[src/common/reset_settings.svh]
`ifndef RESET_SETTINGS_SVH
`define RESET_SETTINGS_SVH

// cycles from EOS release to start-up delay done
`define STARTUP_DLY 1000

// slow tick period in CLK cycles
`define SLOW_DIV 8

// limit for any waiting power-on state, in cycles
`define POR_TMO 120

// clock manager reset length
`define MMCM_RST_LEN 4

// trigger transceiver reset length
`define GTX_RST_LEN 6

// ADC init done limit, in slow ticks
`define ADC_TMO 50

// alignment length, in slow ticks
`define ALIGN_STEPS 32

`endif

[src/common/reset_seq_pkg.sv]
`default_nettype none

package reset_seq_pkg;

    // power-on sequencer, one state per step of the bring-up
    typedef enum logic [3:0] {
        POR_IDLE        = 4'd0,  // start-up delay running
        POR_MMCM_RST    = 4'd1,
        POR_MMCM_WAIT   = 4'd2,
        POR_ADC_WAIT    = 4'd3,
        POR_ALIGN_START = 4'd4,
        POR_ALIGN_WAIT  = 4'd5,
        POR_BPI_WAIT    = 4'd6,
        POR_RUN         = 4'd7
    } por_state_t;

    // trigger transceiver starter
    typedef enum logic [1:0] {
        TRG_HOLD      = 2'd0,  // held by system reset
        TRG_GTX_RST   = 2'd1,
        TRG_LOCK_WAIT = 2'd2,
        TRG_READY     = 2'd3
    } trg_state_t;

endpackage

`default_nettype wire

[src/common/adc_pkg.sv]
`default_nettype none

package adc_pkg;

    // ADC initializer states
    typedef enum logic [2:0] {
        ADC_OFF   = 3'd0,  // held by adc_init_rst
        ADC_RESET = 3'd1,
        ADC_INIT  = 3'd2,
        ADC_ALIGN = 3'd3,
        ADC_READY = 3'd4
    } adc_state_t;

    // deserializer alignment word
    typedef logic [4:0] align_cnt_t;

endpackage

`default_nettype wire

[src/verilog/startup_delay.sv]
`timescale 1ns/10ps
`default_nettype none
`include "reset_settings.svh"

module startup_delay (
    input  wire  CLK,
    input  wire  EOS,
    output logic strt_dly_done_o,
    output logic slow_tick_o
);

    localparam int DLY_W = $clog2(`STARTUP_DLY + 1);
    localparam int DIV_W = $clog2(`SLOW_DIV);

    logic [DLY_W-1:0] dly_cnt;
    logic [DIV_W-1:0] div_cnt;

    assign strt_dly_done_o = (dly_cnt == DLY_W'(`STARTUP_DLY));

    always_ff @(posedge CLK or negedge EOS) begin
        if (!EOS) begin
            dly_cnt <= '0;
        end else if (!strt_dly_done_o) begin
            dly_cnt <= dly_cnt + 1'b1;  // saturates at the delay
        end
    end

    always_ff @(posedge CLK or negedge EOS) begin
        if (!EOS) begin
            div_cnt     <= '0;
            slow_tick_o <= 1'b0;
        end else begin
            slow_tick_o <= (div_cnt == DIV_W'(`SLOW_DIV - 1));
            if (div_cnt == DIV_W'(`SLOW_DIV - 1)) begin
                div_cnt <= '0;
            end else begin
                div_cnt <= div_cnt + 1'b1;
            end
        end
    end

endmodule

`default_nettype wire

[src/por/por_sequencer.sv]
`timescale 1ns/10ps
`default_nettype none
`include "reset_settings.svh"

module por_sequencer (
    input  wire                       CLK,
    input  wire                       EOS,
    input  wire                       strt_dly_done_i,
    input  wire                       jtag_sys_rst_i,
    input  wire                       csp_sys_rst_i,
    input  wire                       daq_mmcm_lock_i,
    input  wire                       adc_rdy_i,
    input  wire                       al_done_i,
    input  wire                       bpi_seq_idle_i,
    output logic                      adc_init_rst_o,
    output logic                      al_start_o,
    output logic                      mmcm_rst_o,
    output logic                      sys_rst_o,
    output logic                      run_o,
    output logic                      dsr_rst_o,
    output reset_seq_pkg::por_state_t por_state_o
);

    import reset_seq_pkg::*;

    localparam int CNT_W = $clog2(`POR_TMO + `MMCM_RST_LEN);

    por_state_t       state_q;
    por_state_t       state_d;
    logic [CNT_W-1:0] state_cnt;
    logic [3:0]       sync_q1;
    logic [3:0]       sync_q2;
    logic             mmcm_lock_s;
    logic             adc_rdy_s;
    logic             al_done_s;
    logic             bpi_idle_s;
    logic             restart;
    logic             tmo;
    logic             run_next;

    assign restart     = jtag_sys_rst_i || csp_sys_rst_i;
    assign tmo         = (state_cnt == CNT_W'(`POR_TMO - 1));
    assign mmcm_lock_s = sync_q2[0];
    assign adc_rdy_s   = sync_q2[1];
    assign al_done_s   = sync_q2[2];
    assign bpi_idle_s  = sync_q2[3];
    assign run_next    = (state_q == POR_RUN) && (state_d == POR_RUN);
    assign por_state_o = state_q;
    assign dsr_rst_o   = !adc_rdy_i || sys_rst_o;

    always_ff @(posedge CLK or negedge EOS) begin
        if (!EOS) begin
            sync_q1 <= '0;
            sync_q2 <= '0;
        end else begin
            sync_q1 <= {bpi_seq_idle_i, al_done_i, adc_rdy_i, daq_mmcm_lock_i};
            sync_q2 <= sync_q1;
        end
    end

    always_comb begin
        state_d = state_q;
        case (state_q)
            POR_IDLE: begin
                if (strt_dly_done_i) begin
                    state_d = POR_MMCM_RST;
                end
            end
            POR_MMCM_RST: begin
                if (state_cnt == CNT_W'(`MMCM_RST_LEN - 1)) begin
                    state_d = POR_MMCM_WAIT;
                end
            end
            POR_MMCM_WAIT: begin
                if (mmcm_lock_s) begin
                    state_d = POR_ADC_WAIT;
                end else if (tmo) begin
                    state_d = POR_MMCM_RST;
                end
            end
            POR_ADC_WAIT: begin
                if (adc_rdy_s) begin
                    state_d = POR_ALIGN_START;
                end else if (tmo) begin
                    state_d = POR_MMCM_RST;
                end
            end
            POR_ALIGN_START: state_d = POR_ALIGN_WAIT;  // single cycle
            POR_ALIGN_WAIT: begin
                if (al_done_s) begin
                    state_d = POR_BPI_WAIT;
                end else if (tmo) begin
                    state_d = POR_MMCM_RST;
                end
            end
            POR_BPI_WAIT: begin
                if (bpi_idle_s) begin
                    state_d = POR_RUN;
                end else if (tmo) begin
                    state_d = POR_MMCM_RST;
                end
            end
            POR_RUN: state_d = POR_RUN;
            default: state_d = POR_IDLE;
        endcase
        if (restart && (state_q != POR_IDLE)) begin
            state_d = POR_MMCM_RST;  // restart wins over everything
        end
    end

    always_ff @(posedge CLK or negedge EOS) begin
        if (!EOS) begin
            state_q        <= POR_IDLE;
            state_cnt      <= '0;
            adc_init_rst_o <= 1'b1;
            al_start_o     <= 1'b0;
            mmcm_rst_o     <= 1'b0;
            sys_rst_o      <= 1'b1;
            run_o          <= 1'b0;
        end else begin
            state_q <= state_d;
            if ((state_d != state_q) || restart) begin
                state_cnt <= '0;
            end else begin
                state_cnt <= state_cnt + 1'b1;
            end
            adc_init_rst_o <= (state_d == POR_IDLE) || (state_d == POR_MMCM_RST) ||
                              (state_d == POR_MMCM_WAIT);
            al_start_o     <= (state_d == POR_ALIGN_START);
            mmcm_rst_o     <= (state_d == POR_MMCM_RST);
            sys_rst_o      <= !run_next;
            run_o          <= run_next;  // one cycle into POR_RUN
        end
    end

endmodule

`default_nettype wire

[src/trg/trg_clock_start.sv]
`timescale 1ns/10ps
`default_nettype none
`include "reset_settings.svh"

module trg_clock_start (
    input  wire  CLK,
    input  wire  EOS,
    input  wire  sys_rst_i,
    input  wire  trg_mmcm_lock_i,
    input  wire  trg_sync_done_i,
    input  wire  cmp_phs_change_i,
    output logic trg_gtx_rst_o,
    output logic trg_rst_o
);

    import reset_seq_pkg::*;

    localparam int RST_W = $clog2(`GTX_RST_LEN + 1);

    trg_state_t       state_q;
    trg_state_t       state_d;
    logic [RST_W-1:0] rst_cnt;
    logic [1:0]       lock_q1;
    logic [1:0]       lock_q2;

    always_ff @(posedge CLK or negedge EOS) begin
        if (!EOS) begin
            lock_q1 <= '0;
            lock_q2 <= '0;
        end else begin
            lock_q1 <= {trg_sync_done_i, trg_mmcm_lock_i};
            lock_q2 <= lock_q1;
        end
    end

    always_comb begin
        state_d = state_q;
        case (state_q)
            TRG_HOLD:      state_d = TRG_GTX_RST;  // only left once sys_rst is low
            TRG_GTX_RST: begin
                if (rst_cnt == RST_W'(`GTX_RST_LEN - 1)) begin
                    state_d = TRG_LOCK_WAIT;
                end
            end
            TRG_LOCK_WAIT: begin
                if (&lock_q2) begin
                    state_d = TRG_READY;
                end
            end
            TRG_READY:     state_d = TRG_READY;
            default:       state_d = TRG_HOLD;
        endcase
        if (cmp_phs_change_i && (state_q != TRG_HOLD)) begin
            state_d = TRG_GTX_RST;
        end
        if (sys_rst_i) begin
            state_d = TRG_HOLD;
        end
    end

    always_ff @(posedge CLK or negedge EOS) begin
        if (!EOS) begin
            state_q       <= TRG_HOLD;
            rst_cnt       <= '0;
            trg_gtx_rst_o <= 1'b1;
            trg_rst_o     <= 1'b1;
        end else begin
            state_q <= state_d;
            if ((state_d != state_q) || cmp_phs_change_i) begin
                rst_cnt <= '0;  // fresh reset length
            end else if (state_q == TRG_GTX_RST) begin
                rst_cnt <= rst_cnt + 1'b1;
            end
            trg_gtx_rst_o <= (state_d == TRG_HOLD) || (state_d == TRG_GTX_RST);
            trg_rst_o     <= (state_d != TRG_READY);
        end
    end

endmodule

`default_nettype wire

[src/adc/adc_init.sv]
`timescale 1ns/10ps
`default_nettype none
`include "reset_settings.svh"

module adc_init (
    input  wire                 CLK,
    input  wire                 EOS,
    input  wire                 adc_init_rst_i,
    input  wire                 slow_tick_i,
    input  wire                 adc_init_done_i,
    output logic                adc_rst_o,
    output logic                adc_init_o,
    output logic                adc_rdy_o,
    output adc_pkg::align_cnt_t align_cnt_o
);

    import adc_pkg::*;

    localparam int TICK_W = $clog2(`ADC_TMO + `ALIGN_STEPS);

    adc_state_t        state_q;
    adc_state_t        state_d;
    logic [TICK_W-1:0] tick_cnt;
    logic              done_q1;
    logic              done_q2;

    always_ff @(posedge CLK or negedge EOS) begin
        if (!EOS) begin
            done_q1 <= 1'b0;
            done_q2 <= 1'b0;
        end else begin
            done_q1 <= adc_init_done_i;
            done_q2 <= done_q1;
        end
    end

    always_comb begin
        state_d = state_q;
        case (state_q)
            ADC_OFF:   state_d = ADC_RESET;
            ADC_RESET: begin
                if (slow_tick_i) begin
                    state_d = ADC_INIT;
                end
            end
            ADC_INIT: begin
                if (done_q2) begin
                    state_d = ADC_ALIGN;
                end else if (slow_tick_i && (tick_cnt == TICK_W'(`ADC_TMO - 1))) begin
                    state_d = ADC_RESET;  // init never finished
                end
            end
            ADC_ALIGN: begin
                if (slow_tick_i && (tick_cnt == TICK_W'(`ALIGN_STEPS - 1))) begin
                    state_d = ADC_READY;
                end
            end
            ADC_READY: state_d = ADC_READY;
            default:   state_d = ADC_OFF;
        endcase
        if (adc_init_rst_i) begin
            state_d = ADC_OFF;
        end
    end

    always_ff @(posedge CLK or negedge EOS) begin
        if (!EOS) begin
            state_q     <= ADC_OFF;
            tick_cnt    <= '0;
            align_cnt_o <= '0;
            adc_rst_o   <= 1'b1;
            adc_init_o  <= 1'b0;
            adc_rdy_o   <= 1'b0;
        end else begin
            state_q <= state_d;
            if (state_d != state_q) begin
                tick_cnt <= '0;
            end else if (slow_tick_i) begin
                tick_cnt <= tick_cnt + 1'b1;
            end
            if ((state_q == ADC_ALIGN) && slow_tick_i) begin
                align_cnt_o <= align_cnt_o + 1'b1;  // one step per tick
            end else if (state_q != ADC_ALIGN && state_q != ADC_READY) begin
                align_cnt_o <= '0;
            end
            adc_rst_o  <= (state_d == ADC_OFF) || (state_d == ADC_RESET);
            adc_init_o <= (state_d == ADC_INIT);
            adc_rdy_o  <= (state_d == ADC_READY);
        end
    end

endmodule

`default_nettype wire

[src/verilog/reset_manager.sv]
`timescale 1ns/10ps
`default_nettype none

module reset_manager (
    input  wire                            CLK,
    input  wire                            EOS,
    input  wire                            jtag_sys_rst_i,
    input  wire                            csp_sys_rst_i,
    input  wire                            daq_mmcm_lock_i,
    input  wire                            trg_mmcm_lock_i,
    input  wire                            cmp_phs_change_i,
    input  wire                            trg_sync_done_i,
    input  wire                            al_done_i,
    input  wire                            adc_init_done_i,
    input  wire                            bpi_seq_idle_i,
    output wire                            adc_init_o,
    output wire                            adc_rdy_o,
    output wire                            al_start_o,
    output wire                            trg_gtx_rst_o,
    output wire                            mmcm_rst_o,
    output wire                            adc_rst_o,
    output wire                            trg_rst_o,
    output wire                            dsr_rst_o,
    output wire                            sys_rst_o,
    output wire                            run_o,
    output wire reset_seq_pkg::por_state_t por_state_o,
    output wire adc_pkg::align_cnt_t       align_cnt_o
);

    wire strt_dly_done;
    wire slow_tick;
    wire adc_init_rst;

    startup_delay i_startup_delay (
        .CLK             (CLK),
        .EOS             (EOS),
        .strt_dly_done_o (strt_dly_done),
        .slow_tick_o     (slow_tick)
    );

    por_sequencer i_por_sequencer (
        .CLK             (CLK),
        .EOS             (EOS),
        .strt_dly_done_i (strt_dly_done),
        .jtag_sys_rst_i  (jtag_sys_rst_i),
        .csp_sys_rst_i   (csp_sys_rst_i),
        .daq_mmcm_lock_i (daq_mmcm_lock_i),
        .adc_rdy_i       (adc_rdy_o),  // fed back from the ADC initializer
        .al_done_i       (al_done_i),
        .bpi_seq_idle_i  (bpi_seq_idle_i),
        .adc_init_rst_o  (adc_init_rst),
        .al_start_o      (al_start_o),
        .mmcm_rst_o      (mmcm_rst_o),
        .sys_rst_o       (sys_rst_o),
        .run_o           (run_o),
        .dsr_rst_o       (dsr_rst_o),
        .por_state_o     (por_state_o)
    );

    trg_clock_start i_trg_clock_start (
        .CLK              (CLK),
        .EOS              (EOS),
        .sys_rst_i        (sys_rst_o),
        .trg_mmcm_lock_i  (trg_mmcm_lock_i),
        .trg_sync_done_i  (trg_sync_done_i),
        .cmp_phs_change_i (cmp_phs_change_i),
        .trg_gtx_rst_o    (trg_gtx_rst_o),
        .trg_rst_o        (trg_rst_o)
    );

    adc_init i_adc_init (
        .CLK             (CLK),
        .EOS             (EOS),
        .adc_init_rst_i  (adc_init_rst),
        .slow_tick_i     (slow_tick),
        .adc_init_done_i (adc_init_done_i),
        .adc_rst_o       (adc_rst_o),
        .adc_init_o      (adc_init_o),
        .adc_rdy_o       (adc_rdy_o),
        .align_cnt_o     (align_cnt_o)
    );

endmodule

`default_nettype wire

[config.mk]
export PLATFORM = sky130hd
export DESIGN_NAME = reset_manager
export DESIGN_NICKNAME = d
export VERILOG_FILES = /design/src/common/reset_seq_pkg.sv /design/src/common/adc_pkg.sv /design/src/verilog/startup_delay.sv /design/src/por/por_sequencer.sv /design/src/trg/trg_clock_start.sv /design/src/adc/adc_init.sv /design/src/verilog/reset_manager.sv
export VERILOG_INCLUDE_DIRS = /design/src /design/src/common
export SDC_FILE = /design/constraint.sdc
export NUM_CORES = 1
export LEC_CHECK = 0
export ABC_AREA = 1
export BUFFER_PORTS_ARGS = -buffer_cell sky130_fd_sc_hd__buf_4
export CAP_MARGIN = 20
export CORE_ASPECT_RATIO = 2
export CORE_UTILIZATION = 63
export DETAILED_ROUTE_END_ITERATION = 6
export HOLD_SLACK_MARGIN = 0.06
export PLACE_DENSITY = 0.87
export SETUP_SLACK_MARGIN = 0.5
export SLEW_MARGIN = 0
export SYNTH_ARGS = -nofsm -noshare
export SYNTH_HDL_FRONTEND = slang
export SYNTH_SLANG_ARGS = --single-unit
[constraint.sdc]
create_clock -name CLK -period 5.4 [get_ports CLK]
set_clock_uncertainty 0.2 [all_clocks]
set_input_delay 0.27 -clock CLK [delete_from_list [all_inputs] [get_ports CLK]]
set_output_delay 0.27 -clock CLK [all_outputs]
set_load 0.05 [all_outputs]
==> flow_summary.json <==
{
  "outcome": "completed",
  "use_met2_pct": 49.2,
  "htreeDepth": 3,
  "wire_per_inst_um": 14.2,
  "ant_nets": 0,
  "viasPerCell": 5.42,
  "peakVddDrop_uv": 241,
  "holdBufCountCts": 10,
  "area_growth_pct": 17.9,
  "critPathSlowestCell": "dlygate4sd3_1",
  "synthAdderAreaFrac_pct": 3.95,
  "maxSlewViolCount": 0,
  "core_area_um2": 4860,
  "critPathMaxFanout": 7,
  "critPathKind": "register to register",
  "placed_cells": 438,
  "globalplace.congestion": 0.871,
  "worst_pin_slew_ps": 847,
  "grt_pass1_wl_um": 11000,
  "relSlewSlack_pct": 43.6,
  "cpMostUsedCell": "nor2_1",
  "busiest_layer": "met2",
  "synth_xor_area_share_pct": 6.09,
  "hold_path_class": "primary input to register",
  "synth_top_family_by_area": "simple AND/OR/NAND/NOR gates",
  "layout_commonest_cell": "nand2_1",
  "antenna_found_initial": 0,
  "grt_max_degree": 70,
  "cts_buffers": 9,
  "end_kind": "register",
  "worst_skew_pair.late_latency_ps": 350,
  "critPathArrivalTime_ps": 2460,
  "diodes": 0,
  "tritoncts": "yes",
  "rsz0062_at_grt": "false",
  "synth_simple_gate_area_share_pct": 24.2,
  "fin_cells": 464,
  "layout.nets": 423,
  "fill_cells": 329,
  "syn-cell-area_um2": 3170,
  "finish.utilization_pct": 76.7,
  "port_buffers": 29,
  "fmax_mhz": 412,
  "synth_seq_area_share_pct": 54.7,
  "setup_viol": 0,
  "cpPeakStageDelay_ps": 600,
  "post-dp-hpwl_um": 4650,
  "power-per-cell-area_nw_per_um2": 253,
  "overflow": 0,
  "io_pins": 30,
  "num_rows": 36,
  "clock_sinks": 69,
  "root_buffer": "clkbuf_8",
  "wl_um": 6600,
  "synth_nets": 373,
  "dr.pass1.iters": 4,
  "cp-start-kind": "register",
  "synth-seq-cells": 69,
  "layout-drive-gt1-share_pct": 15.2,
  "cap_violations": 0,
  "gr-usage-met3_pct": 6.85,
  "grt_pass1_vias": 2537,
  "gr-usage-all-layers_pct": 29.2,
  "dieArea_um2": 5330,
  "vias": 2514,
  "yosysUniqueCellTypes": 32,
  "post-cts-setup-buffers": 0,
  "dr.first_iter.drc_count": 63,
  "cts_resized": 0,
  "layout_common_cells": "nand2_1, dfrtp_1, nor2_1",
  "crit_chain": "nor2_1 > nand3_1 > o21ai_2 > dlygate4sd3_1 > nand3_2 > nand2_1 > nand2_2 > nand3_4 > nor2_1",
  "p_leak_nw": 1.90,
  "die_y_um": 102,
  "period_share_pct": 44.9,
  "fin_crit_ps": 2420,
  "clkSlewWorstSetupHoldPaths_ps": 70,
  "initial_core_util_pct": 65.1,
  "fp.dieW_um": 52.1,
  "synthCells": 352,
  "critical_path_required_ps": 5440,
  "hold_viol_final": 0,
  "clockBufferDepth": 2,
  "avgSynthCellArea_um2": 8.99,
  "synth_compound_area_share_pct": 4.74,
  "tns_ps": 0,
  "yosysWarnings": 0,
  "gr-usage-met1_pct": 30.4,
  "route.detailed.drc": 0,
  "synthMuxAreaShare_pct": 0
}
-- metrics by stage --
step	setup slack [ps]	cell area [µm²]	hold WS, ps	power [mW]
6_report	2980	3730	143	0.945
3_3_place_gp	3440	3450	132	0.575
4_1_cts	3030	3730	122	0.950
5_1_grt	2830	3730	159	0.981
3_5_place_dp	3390	3450	139	0.576
2_1_floorplan	3380	3170	-226	0.554
-- layout make-up --
class	instances	area [µm²]	share of cell area [%]
Tap cell	57	71.3	1.91
Inverter	52	195	5.23
Timing Repair Buffer	39	318	8.52
Multi-Input combinational cell	231	1240	33.2
Sequential cell	69	1730	46.4
Clock buffer	10	138	3.69
Clock inverter	6	38.8	1.04
-- per-layer routing --
metal	vias to the layer above	routed length, µm	part of all wire [%]
met5	-	0	0
met4	0	281	4.3
met3	27	265	4.0
met2	71	3590	54
met1	1208	2460	37
li1	1208	-	-
-- synth_stat cells --
| master | instances | area (µm²) |
|---|---|---|
| inv_2 | 4 | 15.0 |
| nor2_4 | 1 | 11.3 |
| a21oi_1 | 6 | 30.0 |
| and3_1 | 1 | 6.26 |
| o2111ai_1 | 1 | 8.76 |
| nor2_1 | 52 | 195 |
| nand2_1 | 70 | 263 |
| o32ai_1 | 1 | 8.76 |
| dfstp_2 | 5 | 131 |
| a211oi_1 | 1 | 7.51 |
| or2_2 | 1 | 6.26 |
| nand3b_1 | 4 | 30.0 |
| nand3_1 | 24 | 120 |
| a31oi_1 | 1 | 6.26 |
| nand3_2 | 1 | 10.0 |
| o22ai_1 | 2 | 12.5 |
| xnor2_1 | 4 | 35.0 |
| nand4_1 | 5 | 31.3 |
| nand3_4 | 1 | 17.5 |
| and3b_1 | 1 | 8.76 |
| nor3_1 | 8 | 40.0 |
| o21ai_0 | 9 | 45.0 |
| inv_1 | 48 | 180 |
| nor3b_1 | 1 | 7.51 |
| nor2_2 | 1 | 6.26 |
| xor2_1 | 18 | 158 |
| ha_1 | 10 | 125 |
| nand2_2 | 2 | 12.5 |
| o21ai_2 | 1 | 8.76 |
| conb_1 | 1 | 3.75 |
| dfrtp_1 | 64 | 1600 |
| o211ai_1 | 3 | 22.5 |
-- sequential cells by signal, indices dropped and copies added (netlist names), 4 cells and up --
name and count:
i_adc_init.tick_cnt 7, i_startup_delay.dly_cnt 10, i_adc_init.align_cnt_o 5, i_por_sequencer.sync_q2 4, i_por_sequencer.por_state_o 4, i_por_sequencer.sync_q1 4, i_por_sequencer.state_cnt 7
-- cells by family after synthesis --
family | count (synthesis)
simple gates | 173
other cells | 1
flops | 69
fa+ha+maj | 10
compound gates | 25
xor+xnor | 22
buf+inv | 52
-- worst max-delay path, delay by kind of cell, from the launching register on --
family / cells / cell delay [ps]
and+or+nand+nor: 7 / 920
AOI/OAI and AO/OA: 1 / 140
buffers and inverters: 1 / 600
DFF: 1 / 450
-- where the power goes --
part           internal (mW)  switching, mW  total (mW)
Sequential             0.524        0.00430       0.528
Combinational         0.0163         0.0288      0.0451
Clock                  0.177          0.195       0.372
Total                  0.717          0.228       0.945
-- worst paths after layout --
check / from / end / slack (ps) / depth (start not counted)
worst max-delay path: i_por_sequencer.por_state_o[3] / i_por_sequencer.state_cnt[0] / 2980 / 9
worst min-delay path: csp_sys_rst_i / i_por_sequencer.por_state_o[1] / 140 / 4
worst max register to register: i_por_sequencer.por_state_o[3] / i_por_sequencer.state_cnt[0] / 2980 / 9
worst min register to register: i_por_sequencer.sync_q1[2] / i_por_sequencer.sync_q2[2] / 160 / 0
max in group asynchronous: EOS / i_trg_clock_start.lock_q1[1] / 4080 / 2
min in group asynchronous: EOS / i_por_sequencer.por_state_o[3] / 350 / 2
Power figures use the tool's default switching activity.
